[src/hw/mem_map_pkg.sv]
/* bus widths, target and rule counts, route FIFO sizing,
   bank geometry and the error target's read data */
package mem_map_pkg;

  // request and response bus widths
  localparam int unsigned ADDR_W = 32;
  localparam int unsigned DATA_W = 32;

  // target 0 is bank0, 1 is bank1, 2 answers unmapped addresses
  localparam int unsigned NR_TARGETS = 3;
  localparam int unsigned TGT_IDX_W  = 2;
  localparam logic [TGT_IDX_W-1:0] ERR_TGT = 2'd2;

  // routing table size
  localparam int unsigned NR_RULES = 4;

  // outstanding reads tracked by the route FIFO
  localparam int unsigned MAX_OUT_READS = 2;
  localparam int unsigned FIFO_PTR_W    = (MAX_OUT_READS > 1) ? $clog2(MAX_OUT_READS) : 1;
  localparam int unsigned FIFO_CNT_W    = $clog2(MAX_OUT_READS + 1);

  // a bank word is selected by address bits 9 down to 2
  localparam int unsigned BANK_WORDS = 256;
  localparam int unsigned BANK_IDX_W = $clog2(BANK_WORDS);

  // read data returned for unmapped addresses
  localparam logic [DATA_W-1:0] ERR_DATA = 32'hdead_beef;

endpackage

[src/hw/addr_demux.sv]
/* request steering by address rule, read gating on route FIFO space
   and in-order response selection by FIFO head */
module addr_demux (
  input  logic                                                       clk_i,
  input  logic                                                       rst_n_i,
  // requester side
  input  logic [mem_map_pkg::ADDR_W-1:0]                             req_addr_i,
  input  logic                                                       req_write_i,
  input  logic                                                       req_valid_i,
  output logic                                                       req_ready_o,
  // rule table
  input  logic [mem_map_pkg::NR_RULES-1:0][mem_map_pkg::ADDR_W-1:0]  map_base_i,
  input  logic [mem_map_pkg::NR_RULES-1:0][mem_map_pkg::ADDR_W-1:0]  map_mask_i,
  input  logic [mem_map_pkg::NR_RULES-1:0][mem_map_pkg::TGT_IDX_W-1:0] map_tgt_i,
  // target side
  output logic [mem_map_pkg::NR_TARGETS-1:0]                         tgt_req_valid_o,
  input  logic [mem_map_pkg::NR_TARGETS-1:0]                         tgt_req_ready_i,
  input  logic [mem_map_pkg::NR_TARGETS-1:0]                         tgt_resp_valid_i,
  input  logic [mem_map_pkg::NR_TARGETS-1:0][mem_map_pkg::DATA_W-1:0] tgt_resp_rdata_i,
  output logic [mem_map_pkg::NR_TARGETS-1:0]                         tgt_resp_ready_o,
  // response back to the requester
  output logic                                                       resp_valid_o,
  output logic [mem_map_pkg::DATA_W-1:0]                             resp_rdata_o,
  input  logic                                                       resp_ready_i
);

  import mem_map_pkg::*;

  logic [TGT_IDX_W-1:0]  tgt_idx;
  logic [NR_TARGETS-1:0] tgt_sel;
  logic [NR_TARGETS-1:0] head_route;
  logic                  route_full;
  logic                  route_empty;
  logic                  read_blocked;
  logic                  push_route;
  logic                  pop_route;

  addr_rule_match u_rule_match (
    .addr_i     (req_addr_i),
    .map_base_i (map_base_i),
    .map_mask_i (map_mask_i),
    .map_tgt_i  (map_tgt_i),
    .tgt_idx_o  (tgt_idx)
  );

  always_comb begin
    for (int i = 0; i < NR_TARGETS; i++) begin
      tgt_sel[i] = (tgt_idx == TGT_IDX_W'(i));
    end
  end

  // a read needs a free route slot, writes never do
  assign read_blocked = !req_write_i && route_full;

  assign tgt_req_valid_o = (req_valid_i && !read_blocked) ? tgt_sel : '0;
  assign req_ready_o     = |(tgt_sel & tgt_req_ready_i) && !read_blocked;

  assign push_route = req_valid_i && req_ready_o && !req_write_i;
  assign pop_route  = resp_valid_o && resp_ready_i;

  resp_route_fifo u_route_fifo (
    .clk_i   (clk_i),
    .rst_n_i (rst_n_i),
    .push_i  (push_route),
    .route_i (tgt_sel),
    .pop_i   (pop_route),
    .route_o (head_route),
    .full_o  (route_full),
    .empty_o (route_empty)
  );

  // only the target owning the oldest read may answer
  always_comb begin
    resp_valid_o = 1'b0;
    resp_rdata_o = '0;
    if (!route_empty) begin
      for (int i = 0; i < NR_TARGETS; i++) begin
        if (head_route[i]) begin
          resp_valid_o = tgt_resp_valid_i[i];
          resp_rdata_o = tgt_resp_rdata_i[i];
        end
      end
    end
  end

  // Other targets see ready low and keep their responses.
  assign tgt_resp_ready_o = resp_ready_i ? head_route : '0;

endmodule

[src/hw/addr_rule_match.sv]
/* first-match address decoder over the base/mask/target rule table */
module addr_rule_match (
  input  logic [mem_map_pkg::ADDR_W-1:0]                          addr_i,
  input  logic [mem_map_pkg::NR_RULES-1:0][mem_map_pkg::ADDR_W-1:0] map_base_i,
  input  logic [mem_map_pkg::NR_RULES-1:0][mem_map_pkg::ADDR_W-1:0] map_mask_i,
  input  logic [mem_map_pkg::NR_RULES-1:0][mem_map_pkg::TGT_IDX_W-1:0] map_tgt_i,
  output logic [mem_map_pkg::TGT_IDX_W-1:0]                       tgt_idx_o
);

  import mem_map_pkg::*;

  logic [NR_RULES-1:0] rule_hit;

  // every rule is compared in parallel
  always_comb begin
    for (int i = 0; i < NR_RULES; i++) begin
      rule_hit[i] = ((addr_i & map_mask_i[i]) == map_base_i[i]);
    end
  end

  // priority scan, walking down so the lowest matching rule is the last to write
  // no match at all falls through to the error target
  always_comb begin
    tgt_idx_o = ERR_TGT;
    for (int i = NR_RULES - 1; i >= 0; i--) begin
      if (rule_hit[i]) begin
        tgt_idx_o = map_tgt_i[i];
      end
    end
  end

endmodule

[src/hw/resp_route_fifo.sv]
/* circular buffer of one-hot target routes for outstanding reads,
   with full/empty flags and a zeroed head when empty */
module resp_route_fifo (
  input  logic                               clk_i,
  input  logic                               rst_n_i,
  input  logic                               push_i,
  input  logic [mem_map_pkg::NR_TARGETS-1:0] route_i,
  input  logic                               pop_i,
  output logic [mem_map_pkg::NR_TARGETS-1:0] route_o,
  output logic                               full_o,
  output logic                               empty_o
);

  import mem_map_pkg::*;

  logic [NR_TARGETS-1:0] mem [MAX_OUT_READS];
  logic [FIFO_PTR_W-1:0] wr_ptr;
  logic [FIFO_PTR_W-1:0] rd_ptr;
  logic [FIFO_CNT_W-1:0] count;
  logic                  do_push;
  logic                  do_pop;

  function automatic logic [FIFO_PTR_W-1:0] ptr_inc(input logic [FIFO_PTR_W-1:0] ptr);
    if (ptr == FIFO_PTR_W'(MAX_OUT_READS - 1)) begin
      return '0;
    end
    return ptr + 1'b1;
  endfunction

  assign full_o  = (count == FIFO_CNT_W'(MAX_OUT_READS));
  assign empty_o = (count == '0);

  // overflow and underflow are ignored rather than corrupting state
  assign do_push = push_i && !full_o;
  assign do_pop  = pop_i && !empty_o;

  always_ff @(posedge clk_i or negedge rst_n_i) begin
    if (!rst_n_i) begin
      wr_ptr <= '0;
      rd_ptr <= '0;
      count  <= '0;
    end else begin
      if (do_push) begin
        wr_ptr <= ptr_inc(wr_ptr);
      end
      if (do_pop) begin
        rd_ptr <= ptr_inc(rd_ptr);
      end
      case ({do_push, do_pop})
        2'b10:   count <= count + 1'b1;
        2'b01:   count <= count - 1'b1;
        default: count <= count;
      endcase
    end
  end

  always_ff @(posedge clk_i) begin
    if (do_push) begin
      mem[wr_ptr] <= route_i;
    end
  end

  // head route, all zero selects no target
  assign route_o = empty_o ? '0 : mem[rd_ptr];

endmodule

[config.mk]
export PLATFORM = sky130hd
export DESIGN_NAME = addr_demux
export DESIGN_NICKNAME = d
export VERILOG_FILES = /design/src/hw/mem_map_pkg.sv /design/src/hw/addr_demux.sv /design/src/hw/addr_rule_match.sv /design/src/hw/resp_route_fifo.sv
export SDC_FILE = /design/constraint.sdc
export NUM_CORES = 1
export LEC_CHECK = 0
export BUFFER_PORTS_ARGS = -buffer_cell sky130_fd_sc_hd__buf_2
export CORE_AREA = 2 2 173 175
export CTS_BUF_LIST = sky130_fd_sc_hd__clkbuf_2
export DETAILED_ROUTE_END_ITERATION = 16
export DIE_AREA = 0 0 175 177
export GPL_ROUTABILITY_DRIVEN = 0
export GPL_TIMING_DRIVEN = 1
export HOLD_SLACK_MARGIN = 0.03
export SLEW_MARGIN = 0
export SYNTH_ARGS = -nofsm -noshare
export SYNTH_HDL_FRONTEND = slang
export SYNTH_HIERARCHICAL = 1
export SYNTH_SLANG_ARGS = --single-unit
[constraint.sdc]
create_clock -name clk_i -period 3.1 [get_ports clk_i]
set_input_delay 0.465 -clock clk_i [delete_from_list [all_inputs] [get_ports clk_i]]
set_output_delay 0.465 -clock clk_i [all_outputs]
set_load 0.02 [all_outputs]
# After elaboration in Yosys (flattened, before gate mapping)
# Memories as Yosys holds them, arrays and structs flattened.
# Index checks and enable logic that the tools add are counted.
# totals
reg_bits	4
ram_bits	6
inputBits	403
n_memories	1
# memory_table
name	words	word_bits	rd	rd_ports_with_merged_regs	wr	line	source
u_route_fifo.mem	2	3	1	0	1	resp_route_fifo.sv:16	logic [NR_TARGETS-1:0] mem [MAX_OUT_READS];
# op_classes
n_addsub	4
n_eq_ne	9
n_mux	26
bitwise	5
n_reduce_logical	16
# op_table
operator	count
$and 32x32->32	4
$eq 32x32->1	4
$mux 32	4
$mux 1	14
$mux 3	3
$logic_and 1x1->1	8
$mux 2	4
$eq 2x2->1 const B	3
$eq 2x1->1 const B	2
$logic_not 1->1	4
$logic_not 2->1	2
$pmux 2 s2	1
$and 3x3->3	1
$reduce_or 3->1	1
$add 1x1->1 const B	2
$add 2x1->2 const B	1
$reduce_bool 2->1	1
$sub 2x1->2 const B	1

# Logic depth before layout (Yosys ltp)
# logic_depth
word_depth	15
ltp_mapped	16
mapped_depth_nobuf	15

# Cells and area by module
# The synthesis kept the hierarchy.
# by_module_without_submodules
module	instances	cells_per_inst	area_per_inst_um2	seq_area_each_um2
addr_rule_match	1	357	2456.1	0.0
addr_demux	1	140	1258.7	0.0
resp_route_fifo	1	31	425.4	280.3

# Worst setup path after synthesis
# No wires, ideal clock.
# synth_path
path_kind	input port to flip-flop
start	input port req_addr_i[22] (netlist bit)
end	register u_route_fifo.count[1]
setup_ps	79
t_arrival_ps	3028
t_required_ps	3021
slack_ps	-7
cell_stages	15
n_path_buf	1
cell_sequence	buf_2 -> a21o_1 -> a211oi_2 -> nand4_1 -> nor4_2 -> nand2b_1 -> o21ai_1 -> a31oi_1 -> nor2b_1 -> a211oi_1 -> nor3_1 -> nand2_1 -> ha_1 -> nor2_1 -> xor2_1
# synth_via
elab_chain_len	15
word_cells_on_any_way	25
classes_between	eq/ne: 8; mux: 5; bitwise: 5; reduce/logical: 7
# synth_rtl
item	line	source
start, declared	addr_demux.sv:7	input logic [mem_map_pkg::ADDR_W-1:0] req_addr_i,
$and 32x32->32	addr_rule_match.sv:17	rule_hit[i] = ((addr_i & map_mask_i[i]) == map_base_i[i]);
$eq 32x32->1	addr_rule_match.sv:17	
$mux 2 (3 in a row)	addr_rule_match.sv:26	if (rule_hit[i]) begin
$mux 2 (*)	addr_rule_match.sv:26	
via tgt_idx[0]	addr_demux.sv:29	logic [TGT_IDX_W-1:0] tgt_idx;
$eq 2x1->1, or another cell as far along	addr_demux.sv:48	tgt_sel[i] = (tgt_idx == TGT_IDX_W'(i));
$and 3x3->3 (*)	addr_demux.sv:56	assign req_ready_o = |(tgt_sel & tgt_req_ready_i) && !read_blocked;
$reduce_or 3->1 (*)	addr_demux.sv:56	
$logic_and 1x1->1 (*)	addr_demux.sv:56	
$logic_and 1x1->1 (*) (2 in a row)	addr_demux.sv:58	assign push_route = req_valid_i && req_ready_o && !req_write_i;
via push_route	addr_demux.sv:35	logic push_route;
$logic_and 1x1->1 (*)	resp_route_fifo.sv:34	assign do_push = push_i && !full_o;
$eq 2x1->1 / $eq 2x2->1 (equally long branches)	resp_route_fifo.sv:49	case ({do_push, do_pop})
$pmux 2 s2 / $reduce_bool 2->1 (equally long branches)	n/a	
end signal, assigned	resp_route_fifo.sv:50	2'b10: count <= count + 1'b1;
end signal, assigned	resp_route_fifo.sv:51	2'b01: count <= count - 1'b1;
end signal, assigned	resp_route_fifo.sv:52	default: count <= count;
end, declared	resp_route_fifo.sv:19	logic [FIFO_CNT_W-1:0] count;
# Mark *: on every way through the listed nets, which the timed path passes. The rest lies on a longest branch.
# A chain may end at the register's enable or synchronous reset.

# Worst setup path in the final report
# layout_path
start	input port req_addr_i[15] (netlist bit)
end	output port req_ready_o
# layout_via
elab_chain_len	10
word_cells_on_any_way	18
classes_between	eq/ne: 6; mux: 4; bitwise: 5; reduce/logical: 3
# layout_rtl
item	line	source
$and 32x32->32	addr_rule_match.sv:17	
$eq 32x32->1	addr_rule_match.sv:17	
$mux 2 (3 in a row)	addr_rule_match.sv:26	
$mux 2 (*)	addr_rule_match.sv:26	
via tgt_idx[1]	addr_demux.sv:29	
$eq 2x1->1, or another cell as far along	addr_demux.sv:48	
$and 3x3->3 (*)	addr_demux.sv:56	
$reduce_or 3->1 (*)	addr_demux.sv:56	
$logic_and 1x1->1 (*)	addr_demux.sv:56	
end, declared	addr_demux.sv:10	output logic req_ready_o,
# Marked as above.

==> impl_results.md <==
- Largest stage delay, worst path: 0.41 ns
- RSZ-0062 raised after global routing: yes
- Synth async-reset ratio: 40.00%
- Worst Setup Path Type: in2out
- Final nets: 1423
- Port bufs: 442
- Setup ws final: -0.2708 ns
- Post-synthesis register bit count: 10
- Crit-path cells: buf_6 > a21o_1 > a211oi_2 > nand4_1 > buf_4 > nor4_4 > or3b_4 > nand3_2 > o211ai_1 > buf_4 > a211oi_4 > nor3_2 > buf_4
- Starting Density: 14.16%
- Placed Cells: 1400
- Final std cells w/o fill: 1413
- Area grow syn2layout: 84.41%
- Minimum clock period: 3.371 ns
- Core ar.: 29240 µm²
- GRT overflow: 0
- Synth Cell Area: 4140 µm²
- Most common cell after layout, fill and taps aside: buf_2
- Power Total: 3.309 mW
- H-tree depth: 1
- Via count: 6398
- Clk buf depth: 2
- Post-synth EDFFs: 6
- Bufs and invs on worst path: 4
- Max Cap Viol: 0
- TritonCTS clock tree: built
- Largest net degree at the start of global routing: 60
- Met1 Usage GRT: 16.57%
- Failing checks: setup timing
- Crit. End Element: primary output
- Layout cell share with drive strength beyond 1: 61.69%
- Die area: 30980 µm²
- Syn_area_per_cell: 7.841 µm²
- Clock tree skew after final layout: 0.004824 ns
- Detailed Place HPWL: 25340 µm
- Final setup viols: 9
- First-pass GRT wire length: 38430 µm
- Final-report hold violation count: 0
- Vias in the first global route: 6442
- CTS Root Buffer Type: clkbuf_2
- Placed Area: 7272 µm²
- Clock sinks: 10
- Final WL: 27720 µm
- Routed Antenna Nets: 0
- GRT Util Overall: 16.60%
- Die W: 175 µm
- I/O pins: 443
- Grt met2 use: 34.77%
- Synth warnings: 6
- Delay-heaviest family, CP: simple AND/OR/NAND/NOR gates
- DR WL/cell: 19.62 µm
- Met3 usage: 3.522%
- Crit path launch type: primary input
- CP max stage cell: or3b_4
- Fin crit share: 108.7%
- CTS clk-pin slew, worst paths: 0.09 ns
- Peak VDD IR: 0.0003645 V
- Post-Syn Nets: 932
- Initial antenna violation count: 9
- Die Y: 177 µm
- DR iter-0 viols: 140
- Post-route DRC: 0
- Status: complete, but fails checks
- Pwr dens: 433.4 nW/µm²
- Top cell by count, worst path: buf_4
- Setup tns final: -1.661 ns
- Slew Limit Headroom: 66.64%
- TritonCTS Buffers: 3
- Fin. max-slew vios: 0
- Unique masters post-synth: 47
- Sequential fraction of the synthesis area: 6.769%
- Detailed Routing Iterations Pass 1: 4
- GR peak layer: met2
- P_leak: 4.017 nW
- CP arrival: 2.91 ns
- Clk_lat worst skew: 0.25 ns
- Row cnt: 63
- Number of fill cells: 3311
- Top_reg_cell synth: edfxtp_1
- CP max FO: 4
- Final Cell Area: 7635 µm²
- Worst Hold Class: reg2reg
- Core Util, Final: 26.11%
- Via density: 4.528
- Max Clock Freq: 296.7 MHz
- Mapped Cells: 528
- Most frequent cells in the layout: buf_2, buf_4, a21oi_1
- Critical Path RT: 2.63 ns
- Least-Margin Pin Slew: 0.5004 ns
where the power goes:
group | total [mW] | leakage (nW) | internal [mW] | switching [mW]
Combinational | 3.02 | 3.90 | 1.30 | 1.72
Clock | 0.0718 | 0.0141 | 0.0280 | 0.0438
Sequential | 0.221 | 0.100 | 0.174 | 0.0469
Total | 3.31 | 4.02 | 1.50 | 1.81
routing by layer:
metal | part of all wire, % | vias up
met5 | 0.12 | -
li1 | - | 3133
met3 | 6.9 | 23
met2 | 56 | 300
met1 | 36 | 2936
met4 | 1.2 | 6
state kept, by name, summed over array words and instances, names as in the netlist:
| register | count |
|---|---|
| u_route_fifo/mem | 6 |
| u_route_fifo/count | 2 |
| u_route_fifo/rd_ptr | 1 |
| u_route_fifo/wr_ptr | 1 |
cells by family after synthesis:
logic type	share of synthesized area, %
xor gates and xnor gates	1.058
DFF	6.769
and+or+nand+nor	41.67
buffers and inverters	4.412
muxes	0.7253
AOI/OAI and AO/OA	45.06
adders and majority gates	0.3022
timing repair:
item                                   CTS  global route
setup buffers                            4             0
pin swaps                               18             6
cloned                                   0             0
setup endpoints to repair               13            13
gates resized for setup                 48            22
endpoints found under the hold margin    4             0
hold buffers                             1             0
final cells by class:
class | count | area (µm²) | share of cell area (%)
repair buffers | 510 | 2907 | 38.07
well taps | 390 | 488.0 | 6.391
inverters | 4 | 15.01 | 0.1967
clock buffers | 3 | 15.01 | 0.1967
flip-flops and latches | 10 | 280.3 | 3.671
multi-input cells | 490 | 3914 | 51.26
clock inverters | 1 | 3.754 | 0.04916
diodes | 5 | 12.51 | 0.1639
worst paths after layout:
path / slack [ns] / end / cells after the start / startpoint
max: -0.27 / req_ready_o / 13 / req_addr_i[15]
max reg2reg: 0.72 / u_route_fifo/count[1] / 9 / u_route_fifo/rd_ptr
min in group asynchronous: 0.56 / u_route_fifo/rd_ptr / 2 / rst_n_i
min reg2reg: 0.53 / u_route_fifo/wr_ptr / 1 / u_route_fifo/wr_ptr
max in group asynchronous: 2.42 / u_route_fifo/wr_ptr / 2 / rst_n_i
min: 0.53 / u_route_fifo/wr_ptr / 1 / u_route_fifo/wr_ptr
synthesized netlist by cell type (10+ instances only):
master	count	area share, %
a211oi_1	29	5.3
a21boi_0	30	5.4
a21o_1	30	5.4
a21oi_1	65	7.9
a221oi_2	31	11
and3_1	61	9.2
and3b_1	31	6.6
buf_2	10	1.2
nand3_1	32	3.9
nand4_1	16	2.4
nor2b_1	36	5.4
nor3_2	30	7.3
o22a_1	32	6.8
per-stage QoR:
| stage | hold slack [ns] | setup WS [ns] |
|---|---|---|
| after floorplan | 0.1694 | 0.06651 |
| after global placement | 0.2740 | -0.7713 |
| after detailed placement | 0.2776 | -0.7320 |
| after CTS | 0.5202 | -0.3253 |
| after global routing | 0.5474 | -0.4359 |
| final | 0.5344 | -0.2708 |
(Power assumes the default switching activity.)
